$ cat config.mk
export PLATFORM = sky130hd
export DESIGN_NAME = exu_top
export DESIGN_NICKNAME = d
export VERILOG_FILES = /design/src/rtl/exu_pkg.sv /design/src/rtl/exu_stage1.sv /design/src/rtl/exu_seg.sv /design/src/rtl/exu_stage2.sv /design/src/rtl/exu_top.sv
export SDC_FILE = /design/constraint.sdc
export NUM_CORES = 1
export LEC_CHECK = 0
export BUFFER_PORTS_ARGS = -buffer_cell sky130_fd_sc_hd__buf_2
export CAP_MARGIN = 20
export CORE_UTILIZATION = 48
export DETAILED_ROUTE_END_ITERATION = 8
export MAX_ROUTING_LAYER = met4
export PLACE_DENSITY = 0.69
export SLEW_MARGIN = 30
export SYNTH_ARGS = -nofsm -noshare
export SYNTH_HDL_FRONTEND = slang
export SYNTH_SLANG_ARGS = --single-unit
$ cat constraint.sdc
create_clock -name clk -period 5.4 [get_ports clk]
set_input_delay 0.54 -clock clk [delete_from_list [all_inputs] [get_ports clk]]
set_output_delay 0.54 -clock clk [all_outputs]
set_load 0.02 [all_outputs]
$ cat src/rtl/exu_pkg.sv
/*
 * shared definitions for the two-stage execute unit
 *  - data, address and register index widths
 *  - operation codes
 *  - issued micro-op, segment entry and retired result records
 *  - reset values for the epoch bit and the segment register
 */
`default_nettype none

package exu_pkg;

    localparam int XLEN      = 32;
    localparam int REG_IDX_W = 5;

    typedef logic [XLEN-1:0]      word_t;
    typedef logic [REG_IDX_W-1:0] reg_idx_t;

    localparam word_t PC_RST      = '0;
    localparam word_t LINK_OFFSET = 32'd4;
    localparam logic  EPOCH_RST   = 1'b0;

    typedef enum logic [3:0] {
        OP_ADD  = 4'd0,
        OP_SUB  = 4'd1,
        OP_AND  = 4'd2,
        OP_OR   = 4'd3,
        OP_XOR  = 4'd4,
        OP_SLT  = 4'd5,
        OP_BEQ  = 4'd6,
        OP_BNE  = 4'd7,
        OP_BLT  = 4'd8,
        OP_BGE  = 4'd9,
        OP_JAL  = 4'd10,
        OP_JALR = 4'd11
    } exu_op_e;

    // operands arrive already resolved from the register file
    typedef struct packed {
        word_t    pc;
        exu_op_e  op;
        reg_idx_t rd;
        word_t    rs1_data;
        word_t    rs2_data;
        word_t    imm;
        logic     use_imm;
        logic     epoch;
    } exu_uop_t;

    typedef struct packed {
        logic     valid;
        word_t    pc;
        exu_op_e  op;
        reg_idx_t rd;
        word_t    a;
        word_t    b;
        word_t    target;
        logic     cmp_eq;
        logic     cmp_lt;
    } exu_seg_t;

    typedef struct packed {
        word_t    pc;
        reg_idx_t rd;
        word_t    value;
        logic     write_gpr;
        logic     taken;
        word_t    target;
    } exu_result_t;

    // bubble loaded on reset or flush
    localparam exu_seg_t SEG_EMPTY = '{
        valid:  1'b0,
        pc:     PC_RST,
        op:     OP_ADD,
        rd:     '0,
        a:      '0,
        b:      '0,
        target: '0,
        cmp_eq: 1'b0,
        cmp_lt: 1'b0
    };

endpackage

`default_nettype wire

$ cat src/rtl/exu_stage1.sv
/*
 * first execute half
 *  - input handshake and epoch filter for wrong-path micro-ops
 *  - operand b select, branch and jump target adder
 *  - equal and signed less-than compare flags
 */
`timescale 1ns/1ns
`default_nettype none

module exu_stage1 import exu_pkg::*; (
    input  wire logic     clk,
    input  wire logic     rst,
    input  wire logic     in_valid,
    input  wire exu_uop_t in_uop,
    input  wire logic     stall,
    input  wire logic     redirect,
    output logic          in_ready,
    output logic          seg_load,
    output exu_seg_t      seg_in
);

    logic  epoch_q;
    logic  accept;
    logic  epoch_ok;
    word_t target_base;
    word_t target_sum;

    assign in_ready = ~stall;
    assign accept   = in_valid & in_ready;
    assign epoch_ok = (in_uop.epoch == epoch_q);

    // a uop taken on the redirect edge is already wrong-path
    assign seg_load = accept & epoch_ok & ~redirect;

    always_ff @(posedge clk) begin
        if (rst) begin
            epoch_q <= EPOCH_RST;
        end else if (redirect) begin
            epoch_q <= ~epoch_q;
        end
    end

    // jalr is register relative, everything else pc relative
    assign target_base = (in_uop.op == OP_JALR) ? in_uop.rs1_data : in_uop.pc;
    assign target_sum  = target_base + in_uop.imm;

    always_comb begin
        seg_in.valid  = seg_load;
        seg_in.pc     = in_uop.pc;
        seg_in.op     = in_uop.op;
        seg_in.rd     = in_uop.rd;
        seg_in.a      = in_uop.rs1_data;
        seg_in.b      = in_uop.use_imm ? in_uop.imm : in_uop.rs2_data;
        seg_in.target = target_sum;
        if (in_uop.op == OP_JALR) begin
            seg_in.target = {target_sum[XLEN-1:1], 1'b0};
        end
        // compares always on the two register operands
        seg_in.cmp_eq = (in_uop.rs1_data == in_uop.rs2_data);
        seg_in.cmp_lt = ($signed(in_uop.rs1_data) < $signed(in_uop.rs2_data));
    end

    // issue side keeps a waiting uop in place
    a_in_held: assert property (
        @(posedge clk) disable iff (rst)
        in_valid && !in_ready |=> in_valid && $stable(in_uop)
    );

endmodule

`default_nettype wire

$ cat src/rtl/exu_seg.sv
/*
 * segment register between the two execute halves
 *  - holds one in-flight micro-op
 *  - freezes while the second half is stalled
 *  - loads a bubble on reset or on an unstalled flush
 */
`timescale 1ns/1ns
`default_nettype none

module exu_seg import exu_pkg::*; (
    input  wire logic     clk,
    input  wire logic     rst,
    input  wire logic     seg_load,
    input  wire exu_seg_t seg_in,
    input  wire logic     stall,
    input  wire logic     redirect,
    output exu_seg_t      seg_q
);

    logic flush;

    // flush only takes effect once the pipe can move
    assign flush = redirect & ~stall;

    always_ff @(posedge clk) begin
        if (rst || flush) begin
            seg_q <= SEG_EMPTY;
        end else if (!stall) begin
            seg_q       <= seg_in;
            seg_q.valid <= seg_load;
        end
    end

    a_hold_on_stall: assert property (
        @(posedge clk) disable iff (rst)
        stall |=> $stable(seg_q)
    );

endmodule

`default_nettype wire

$ cat src/rtl/exu_stage2.sv
/*
 * second execute half
 *  - ALU result and link value
 *  - branch decision and redirect pulse
 *  - output register with valid/ready toward writeback
 *  - registered redirect aligned with the taken result
 */
`timescale 1ns/1ns
`default_nettype none

module exu_stage2 import exu_pkg::*; (
    input  wire logic     clk,
    input  wire logic     rst,
    input  wire exu_seg_t seg_q,
    input  wire logic     out_ready,
    output logic          stall,
    output logic          redirect,
    output logic          out_valid,
    output exu_result_t   out_result,
    output logic          redirect_valid,
    output word_t         redirect_pc
);

    logic        load;
    logic        taken;
    logic        writes;
    word_t       alu_value;
    word_t       link;
    exu_result_t res_d;

    assign stall = out_valid & ~out_ready;
    // output register empty or being drained this cycle
    assign load  = ~stall;

    assign link = seg_q.pc + LINK_OFFSET;

    always_comb begin
        alu_value = '0;
        taken     = 1'b0;
        writes    = 1'b1;
        case (seg_q.op)
            OP_ADD:  alu_value = seg_q.a + seg_q.b;
            OP_SUB:  alu_value = seg_q.a - seg_q.b;
            OP_AND:  alu_value = seg_q.a & seg_q.b;
            OP_OR:   alu_value = seg_q.a | seg_q.b;
            OP_XOR:  alu_value = seg_q.a ^ seg_q.b;
            OP_SLT: begin
                alu_value = {{(XLEN-1){1'b0}}, ($signed(seg_q.a) < $signed(seg_q.b))};
            end
            OP_BEQ: begin
                taken  = seg_q.cmp_eq;
                writes = 1'b0;
            end
            OP_BNE: begin
                taken  = ~seg_q.cmp_eq;
                writes = 1'b0;
            end
            OP_BLT: begin
                taken  = seg_q.cmp_lt;
                writes = 1'b0;
            end
            OP_BGE: begin
                taken  = ~seg_q.cmp_lt;
                writes = 1'b0;
            end
            OP_JAL, OP_JALR: begin
                taken     = 1'b1;
                alu_value = link;
            end
            default: writes = 1'b0;
        endcase
    end

    always_comb begin
        res_d.pc        = seg_q.pc;
        res_d.rd        = seg_q.rd;
        res_d.value     = alu_value;
        res_d.write_gpr = writes & (seg_q.rd != '0);
        res_d.taken     = taken;
        res_d.target    = seg_q.target;
    end

    // one-cycle pulse, only ever raised while the pipe moves
    assign redirect = load & seg_q.valid & taken;

    always_ff @(posedge clk) begin
        if (rst) begin
            out_valid      <= 1'b0;
            redirect_valid <= 1'b0;
        end else begin
            if (load) begin
                out_valid <= seg_q.valid;
            end
            redirect_valid <= redirect;
        end
    end

    always_ff @(posedge clk) begin
        if (load) begin
            out_result <= res_d;
        end
        if (redirect) begin
            redirect_pc <= seg_q.target;
        end
    end

    a_result_held: assert property (
        @(posedge clk) disable iff (rst)
        out_valid && !out_ready |=> out_valid && $stable(out_result)
    );

    // fetch sees the redirect together with its taken result
    a_redirect_aligned: assert property (
        @(posedge clk) disable iff (rst)
        redirect_valid |-> out_valid && out_result.taken
            && (redirect_pc == out_result.target)
    );

endmodule

`default_nettype wire

$ cat src/rtl/exu_top.sv
/*
 * execute unit top level
 *  - first half, segment register and second half in a chain
 *  - stall and redirect fed back from the second half
 */
`timescale 1ns/1ns
`default_nettype none

module exu_top import exu_pkg::*; (
    input  wire logic     clk,
    input  wire logic     rst,
    input  wire logic     in_valid,
    input  wire exu_uop_t in_uop,
    input  wire logic     out_ready,
    output logic          in_ready,
    output logic          out_valid,
    output exu_result_t   out_result,
    output logic          redirect_valid,
    output word_t         redirect_pc
);

    exu_seg_t seg_in;
    exu_seg_t seg_q;
    logic     seg_load;
    logic     stall;
    logic     redirect;

    exu_stage1 u_stage1 (
        .clk      (clk),
        .rst      (rst),
        .in_valid (in_valid),
        .in_uop   (in_uop),
        .stall    (stall),
        .redirect (redirect),
        .in_ready (in_ready),
        .seg_load (seg_load),
        .seg_in   (seg_in)
    );

    exu_seg u_seg (
        .clk      (clk),
        .rst      (rst),
        .seg_load (seg_load),
        .seg_in   (seg_in),
        .stall    (stall),
        .redirect (redirect),
        .seg_q    (seg_q)
    );

    exu_stage2 u_stage2 (
        .clk            (clk),
        .rst            (rst),
        .seg_q          (seg_q),
        .out_ready      (out_ready),
        .stall          (stall),
        .redirect       (redirect),
        .out_valid      (out_valid),
        .out_result     (out_result),
        .redirect_valid (redirect_valid),
        .redirect_pc    (redirect_pc)
    );

endmodule

`default_nettype wire

# After elaboration in Yosys (flattened, before gate mapping)
# Index checks and enable logic that the tools add are counted.
op_classes:
  n_addsub: 4
  magnitude_cmp: 2
  n_eq_ne: 14
  muxes: 6
  bitwise_logic: 17
  n_reduce_logical: 5
ops:
  columns: ["op", "n"]
  rows:
  - ["32-bit case mux with 7 select lines", 1]
  - ["32-bit adder", 2]
  - ["32-bit less-than comparator", 2]
  - ["32-bit 2-to-1 mux", 2]
  - ["32-bit by 3-bit adder with 32-bit output, second input constant", 1]
  - ["32-bit bitwise AND", 1]
  - ["32-bit equality test", 1]
  - ["32-bit bitwise OR", 1]
  - ["32-bit subtractor", 1]
  - ["32-bit XOR", 1]
  - ["4-bit equality test, second input constant", 5]
  - ["4-bit by 3-bit equality test with 1-bit output, second input constant", 4]
  - ["1-bit bitwise AND", 8]
  - ["4-bit by 2-bit equality test with 1-bit output, second input constant", 2]
  - ["8-bit OR reduction", 1]
  - ["1-bit NOT", 6]
  - ["1-bit case mux with 5 select lines", 1]
  - ["5-bit nonzero test", 1]
  - ["4-bit by 1-bit equality test with 1-bit output, second input constant", 1]
  - ["4-bit logical NOT", 1]
  - ["1-bit 2-to-1 mux", 2]
  - ["2-bit OR reduction", 1]
  - ["1-bit equality test", 1]
  - ["1-bit logical OR", 1]
totals:
  ff_bits: 278
  in_bits: 143
  out_inout_bits: 138
  elab_cells: 67

# Longest topological paths before layout
depth:
  ltp_word: 7
  ltp_mapped: 17
  mapped_depth_nobuf: 16

# By module
# From an unflattened synthesis, not the netlist that was laid out.
unflattened:
  hier_cells: 2192
  area_unflattened_um2: 20050.5
modules_own_cells:
  columns: ["module", "instances", "cells_per_inst", "area_each_um2", "seq_area_each_um2"]
  rows:
  - ["exu_stage2", 1, 1038, 10069.7, 4093.9]
  - ["exu_seg", 1, 624, 6168.4, 2802.7]
  - ["exu_stage1", 1, 530, 3812.4, 20.0]

# Least setup slack after synthesis
# OpenSTA, ideal clock, no wires.
synth_timing:
  path_kind: "input to output"
  startpoint: "in out_ready"
  endpoint: "out in_ready"
  arrival_ns: 4.084
  required_ns: 4.860
  setup_slack_ns: 0.776
  stages: 4
  n_path_buf: 2
  path_cell_list: "nor2b_1 > inv_1 > clkbuf_1 > clkbuf_1"
synth_between:
  elab_chain_len: 3
synth_lines:
  columns: ["item", "line_no", "text"]
  rows:
  - ["from (decl)", "exu_top.sv:14", "input wire logic out_ready,"]
  - ["1-bit NOT", "exu_stage2.sv:31", "assign stall = out_valid & ~out_ready;"]
  - ["1-bit bitwise AND", "exu_stage2.sv:31", null]
  - ["1-bit NOT", "exu_stage1.sv:28", "assign in_ready = ~stall;"]
  - ["to (decl)", "exu_top.sv:15", "output logic in_ready,"]
# Every way passes these cells.

# Worst setup path after layout
layout_timing:
  startpoint: "reg, netlist name u_seg.seg_q[66]"
  endpoint: "reg, netlist name u_stage2.out_result[34]"
layout_between:
  elab_chain_len: 2
  word_cells_on_any_way: 7
  cone_classes: "2 x add/sub; 1 x order compare; 1 x mux; 3 x bitwise"
layout_lines:
  columns: ["item", "line_no", "text"]
  rows:
  - ["32-bit subtractor (tied with other cells)", "exu_stage2.sv:43", "OP_SUB: alu_value = seg_q.a - seg_q.b;"]
  - ["32-bit case mux with 7 select lines (*)", "exu_stage2.sv:41", "case (seg_q.op)"]
  - ["named net u_stage2.alu_value[0]", "exu_stage2.sv:27", "word_t alu_value;"]
# Mark *: on every way through the listed nets, which the timed path passes. The rest lies on a longest branch.
# A chain may end at the register's enable or synchronous reset.

==> results.md <==
* Outcome: complete, but fails checks
* Failing checks: design-rule violations
* All-Layer GR Usage at 0.308
* Sequential share of the synthesized area at 0.394
* Layout net count at 2497
* Worst hold-check path type: primary input to flop
* CP startpoint kind: flop
* Largest fanout on the critical path at 4
* Endpoints failing setup at 0
* Most common cell after layout, fill and taps aside: buf_2
* Port-buffer cells at 280
* Warnings from Yosys at 0
* Detailed-router iteration count before antenna repair at 7
* DR vias at ~15000
* Resized cells post-CTS at 0
* Final core utilization at 0.566
* Die Span X at a little under 200 um
* Hold path start: in_uop[101]
* Post-Syn Area at 0.0176 mm^2
* Largest net degree at the start of global routing at between 90 and 100
* Max transition margin at 0.352
* Drt wl/cell at ~21 um
* Commonest cells after routing, fill and taps aside: 280 x buf_2, 250 x nand2_1, 196 x a21oi_1
* Met1 usage at 0.437
* Maximum VDD drop at 0.000356 V
* Crit path DAT at 4.13 ns
* FF-to-FF path depth at 13
* Antenna violations before repair at 12
* GR peak layer: met2
* Final Hold Violating Endpoints at 0
* DRC at 12
* Core area at 0.0358 mm^2
* Skew final at 0.0219 ns
* PD cells at 298 mW/mm^2
* Vias in the first global route at 14600
* Critical path's slowest cell: o21ai_0
* WP data required at 5.71 ns
* Worst-Margin Slew at 0.972 ns
* Final Routed Wirelength at 57200 um
* Synthesized instance count at 1958
* Initial Utilization at 0.490
* Yosys reg bits at 278
* RSZ-0062 raised after global routing: no
* DR vias/cell at 5.76
* Max Freq at ~0.26 GHz
* Syn nets at 2275
* Clk buf depth at 3
* Min cycle time layout at 3.82 ns
* Post-DP HPWL at 44300 um
* Hold depth at 3
* Clk_lat worst skew at 0.59 ns
* # H-tree levels at 1
* Synth cell types at between 80 and 90
* Hold Path End: u_seg.seg_q[101]
* # rows at 69
* Final Cycle Share at 0.708
* FF-to-FF setup slack at between 1.5 and 2 ns
* Final ANT Viol Nets at 0
* Cts bufs inserted at 29
* Initial DRC count at 1203
* Root buffer cell: clkbuf_16
* CP peak stage delay at 0.60 ns
* CP Launch Point: u_seg.seg_q[66]
* Mean Syn Cell Area at 8.97 um^2
* First-pass GRT wire length at 86700 um
* Met2 GRT Util at 0.447
* Post-synth ARST share at 0
* Postcts setup bufs at 0
* CTS clk-pin slew, worst paths at 0.06 ns
* GRT overflow at 0
* Max-cap violations at 0
* GR Util met3 at 0.0450
* Slew Viols, Final at 0
* Share of layout cells above drive strength 1 at 0.184
* Main synth FF type: dfxtp_1
* Top-level port count at about 280
* Leakage Power at 9.11 nW
* Die height at 193 um
* CTS Hold Bufs at 0
* Setup CP Type: flop to flop
* EDFF count, synth at approximately 140
* RD Place Congestion at ~1.0
* R2r startpoint: u_seg.seg_q[66]
* Layout area overhead at 15.3%
* Crit path capture type: flop
* Die area at ~0.037 mm^2
* Crit-path cells: inv_1, ha_1, fa_1, o21bai_1, a21oi_1, o21ba_2, o211a_1, o211ai_1, nand3_1, o211ai_1, a311oi_1, o21ai_0, nand3_1
* Clock Sink Count at about 280
* R2r endpoint: u_stage2.out_result[34]
* Final hold slack at about 0.2 ns
* Setup TNS at 0 ns
* CTS tree: yes
## worst max-delay path, delay by kind of cell (launching register included)
family                     cells  cell delay (ns)
and+or+nand+nor                2             0.29
DFF                            1             0.35
adders and majority gates      2             0.67
buffers and inverters          1             0.07
AOI/OAI and AO/OA              8             2.16
## worst max-delay path by stage
stage                                    endpoint  slack [ns]  depth (start not counted)
after floorplan                          in_ready        0.78                          4
after global placement            u_seg.seg_q[25]        1.19                         15
after CTS                 u_stage2.out_result[34]        1.68                         13
final                     u_stage2.out_result[34]        1.58                         13
after global routing              u_seg.seg_q[31]        1.51                         15
after detailed placement          u_seg.seg_q[25]        1.14                         15
## stage by stage
step | cells | cell area, um^2 | total power, mW | setup slack (ns)
floorplan | 1958 | 17600 | 3.57 | 0.776
global route | 2675 | 20300 | 6.29 | 1.51
global placement | 2610 | 19300 | 4.05 | 1.19
detailed placement | 2610 | 19300 | 4.07 | 1.14
finish | 2676 | 20300 | 6.04 | 1.58
CTS | 2664 | 20200 | 6.05 | 1.68
## Yosys cell counts, drive strengths merged, types with 5 or more instances
| cell | number | area [um^2] |
|---|---|---|
| o21bai | 12 | 93.8 |
| nand2 | 250 | 938 |
| nor3 | 41 | 215 |
| inv | 144 | 541 |
| o21ai | 91 | 463 |
| o22ai | 5 | 31.3 |
| ha | 171 | 2140 |
| a21oi | 199 | 1010 |
| xor2 | 33 | 289 |
| clkbuf | 85 | 319 |
| a211o | 8 | 70.1 |
| a211oi | 52 | 395 |
| a31oi | 11 | 75.1 |
| nand4 | 20 | 125 |
| o21a | 15 | 113 |
| dfxtp | 143 | 2860 |
| xnor2 | 40 | 350 |
| nor2 | 151 | 567 |
| or3 | 8 | 50.1 |
| a21o | 32 | 243 |
| mux2i | 42 | 420 |
| and3 | 9 | 56.3 |
| o211ai | 12 | 90.1 |
| nand2b | 14 | 87.6 |
| nor2b | 16 | 100 |
| o221ai | 15 | 131 |
| or2 | 7 | 46.3 |
| buf | 18 | 113 |
| edfxtp | 135 | 4050 |
| a22oi | 5 | 37.5 |
| nand3 | 31 | 160 |
| a221oi | 21 | 184 |
| o31ai | 17 | 151 |
| mux2 | 31 | 349 |
| nor4 | 12 | 75.1 |
## layer usage
metal / vias up / share of wire
met5: - / 0
met4: 0 / 0.030
met3: 81 / 0.068
met2: 536 / 0.43
met1: 7329 / 0.47
li1: 7455 / -
## state kept, by name, summed over array words and instances, names as in the netlist
signal / flops
u_stage2.out_valid: 1
u_stage2.out_result: 103
u_stage1.epoch_q: 1
u_stage2.redirect_valid: 1
u_stage2.redirect_pc: 32
u_seg.seg_q: 140
## power breakdown
| group | internal (mW) | switching, mW |
|---|---|---|
| combinational | 0.537 | 0.925 |
| sequential | 2.44 | 0.149 |
| clock | 1.14 | 0.838 |
| total | 4.13 | 1.91 |
## cell families (layout without fill, tap and decap cells)
family                   Yosys count  after routing  synth area share
AO/OA/AOI/OAI                    536            536             0.200
flip-flops                       278            278             0.394
AND/OR/NAND/NOR                  577            577             0.146
buffers and inverters            247            492            0.0553
other                              0             12                 0
adder cells (fa/ha/maj)          174            174             0.125
multiplexers                      73             73            0.0438
XOR/XNOR                          73             73            0.0364
## layout make-up
type / instances / area (um^2)
Inverter: 144 / 548
Antenna cell: 12 / 30.0
Multi-Input combinational cell: 1433 / 9710
Fill cell: 3224 / 15600
Tap cell: 461 / 577
Clock inverter: 8 / 57.6
Timing Repair Buffer: 294 / 1530
Sequential cell: 278 / 6920
Clock buffer: 46 / 897
Power figures use the tool's default switching activity.
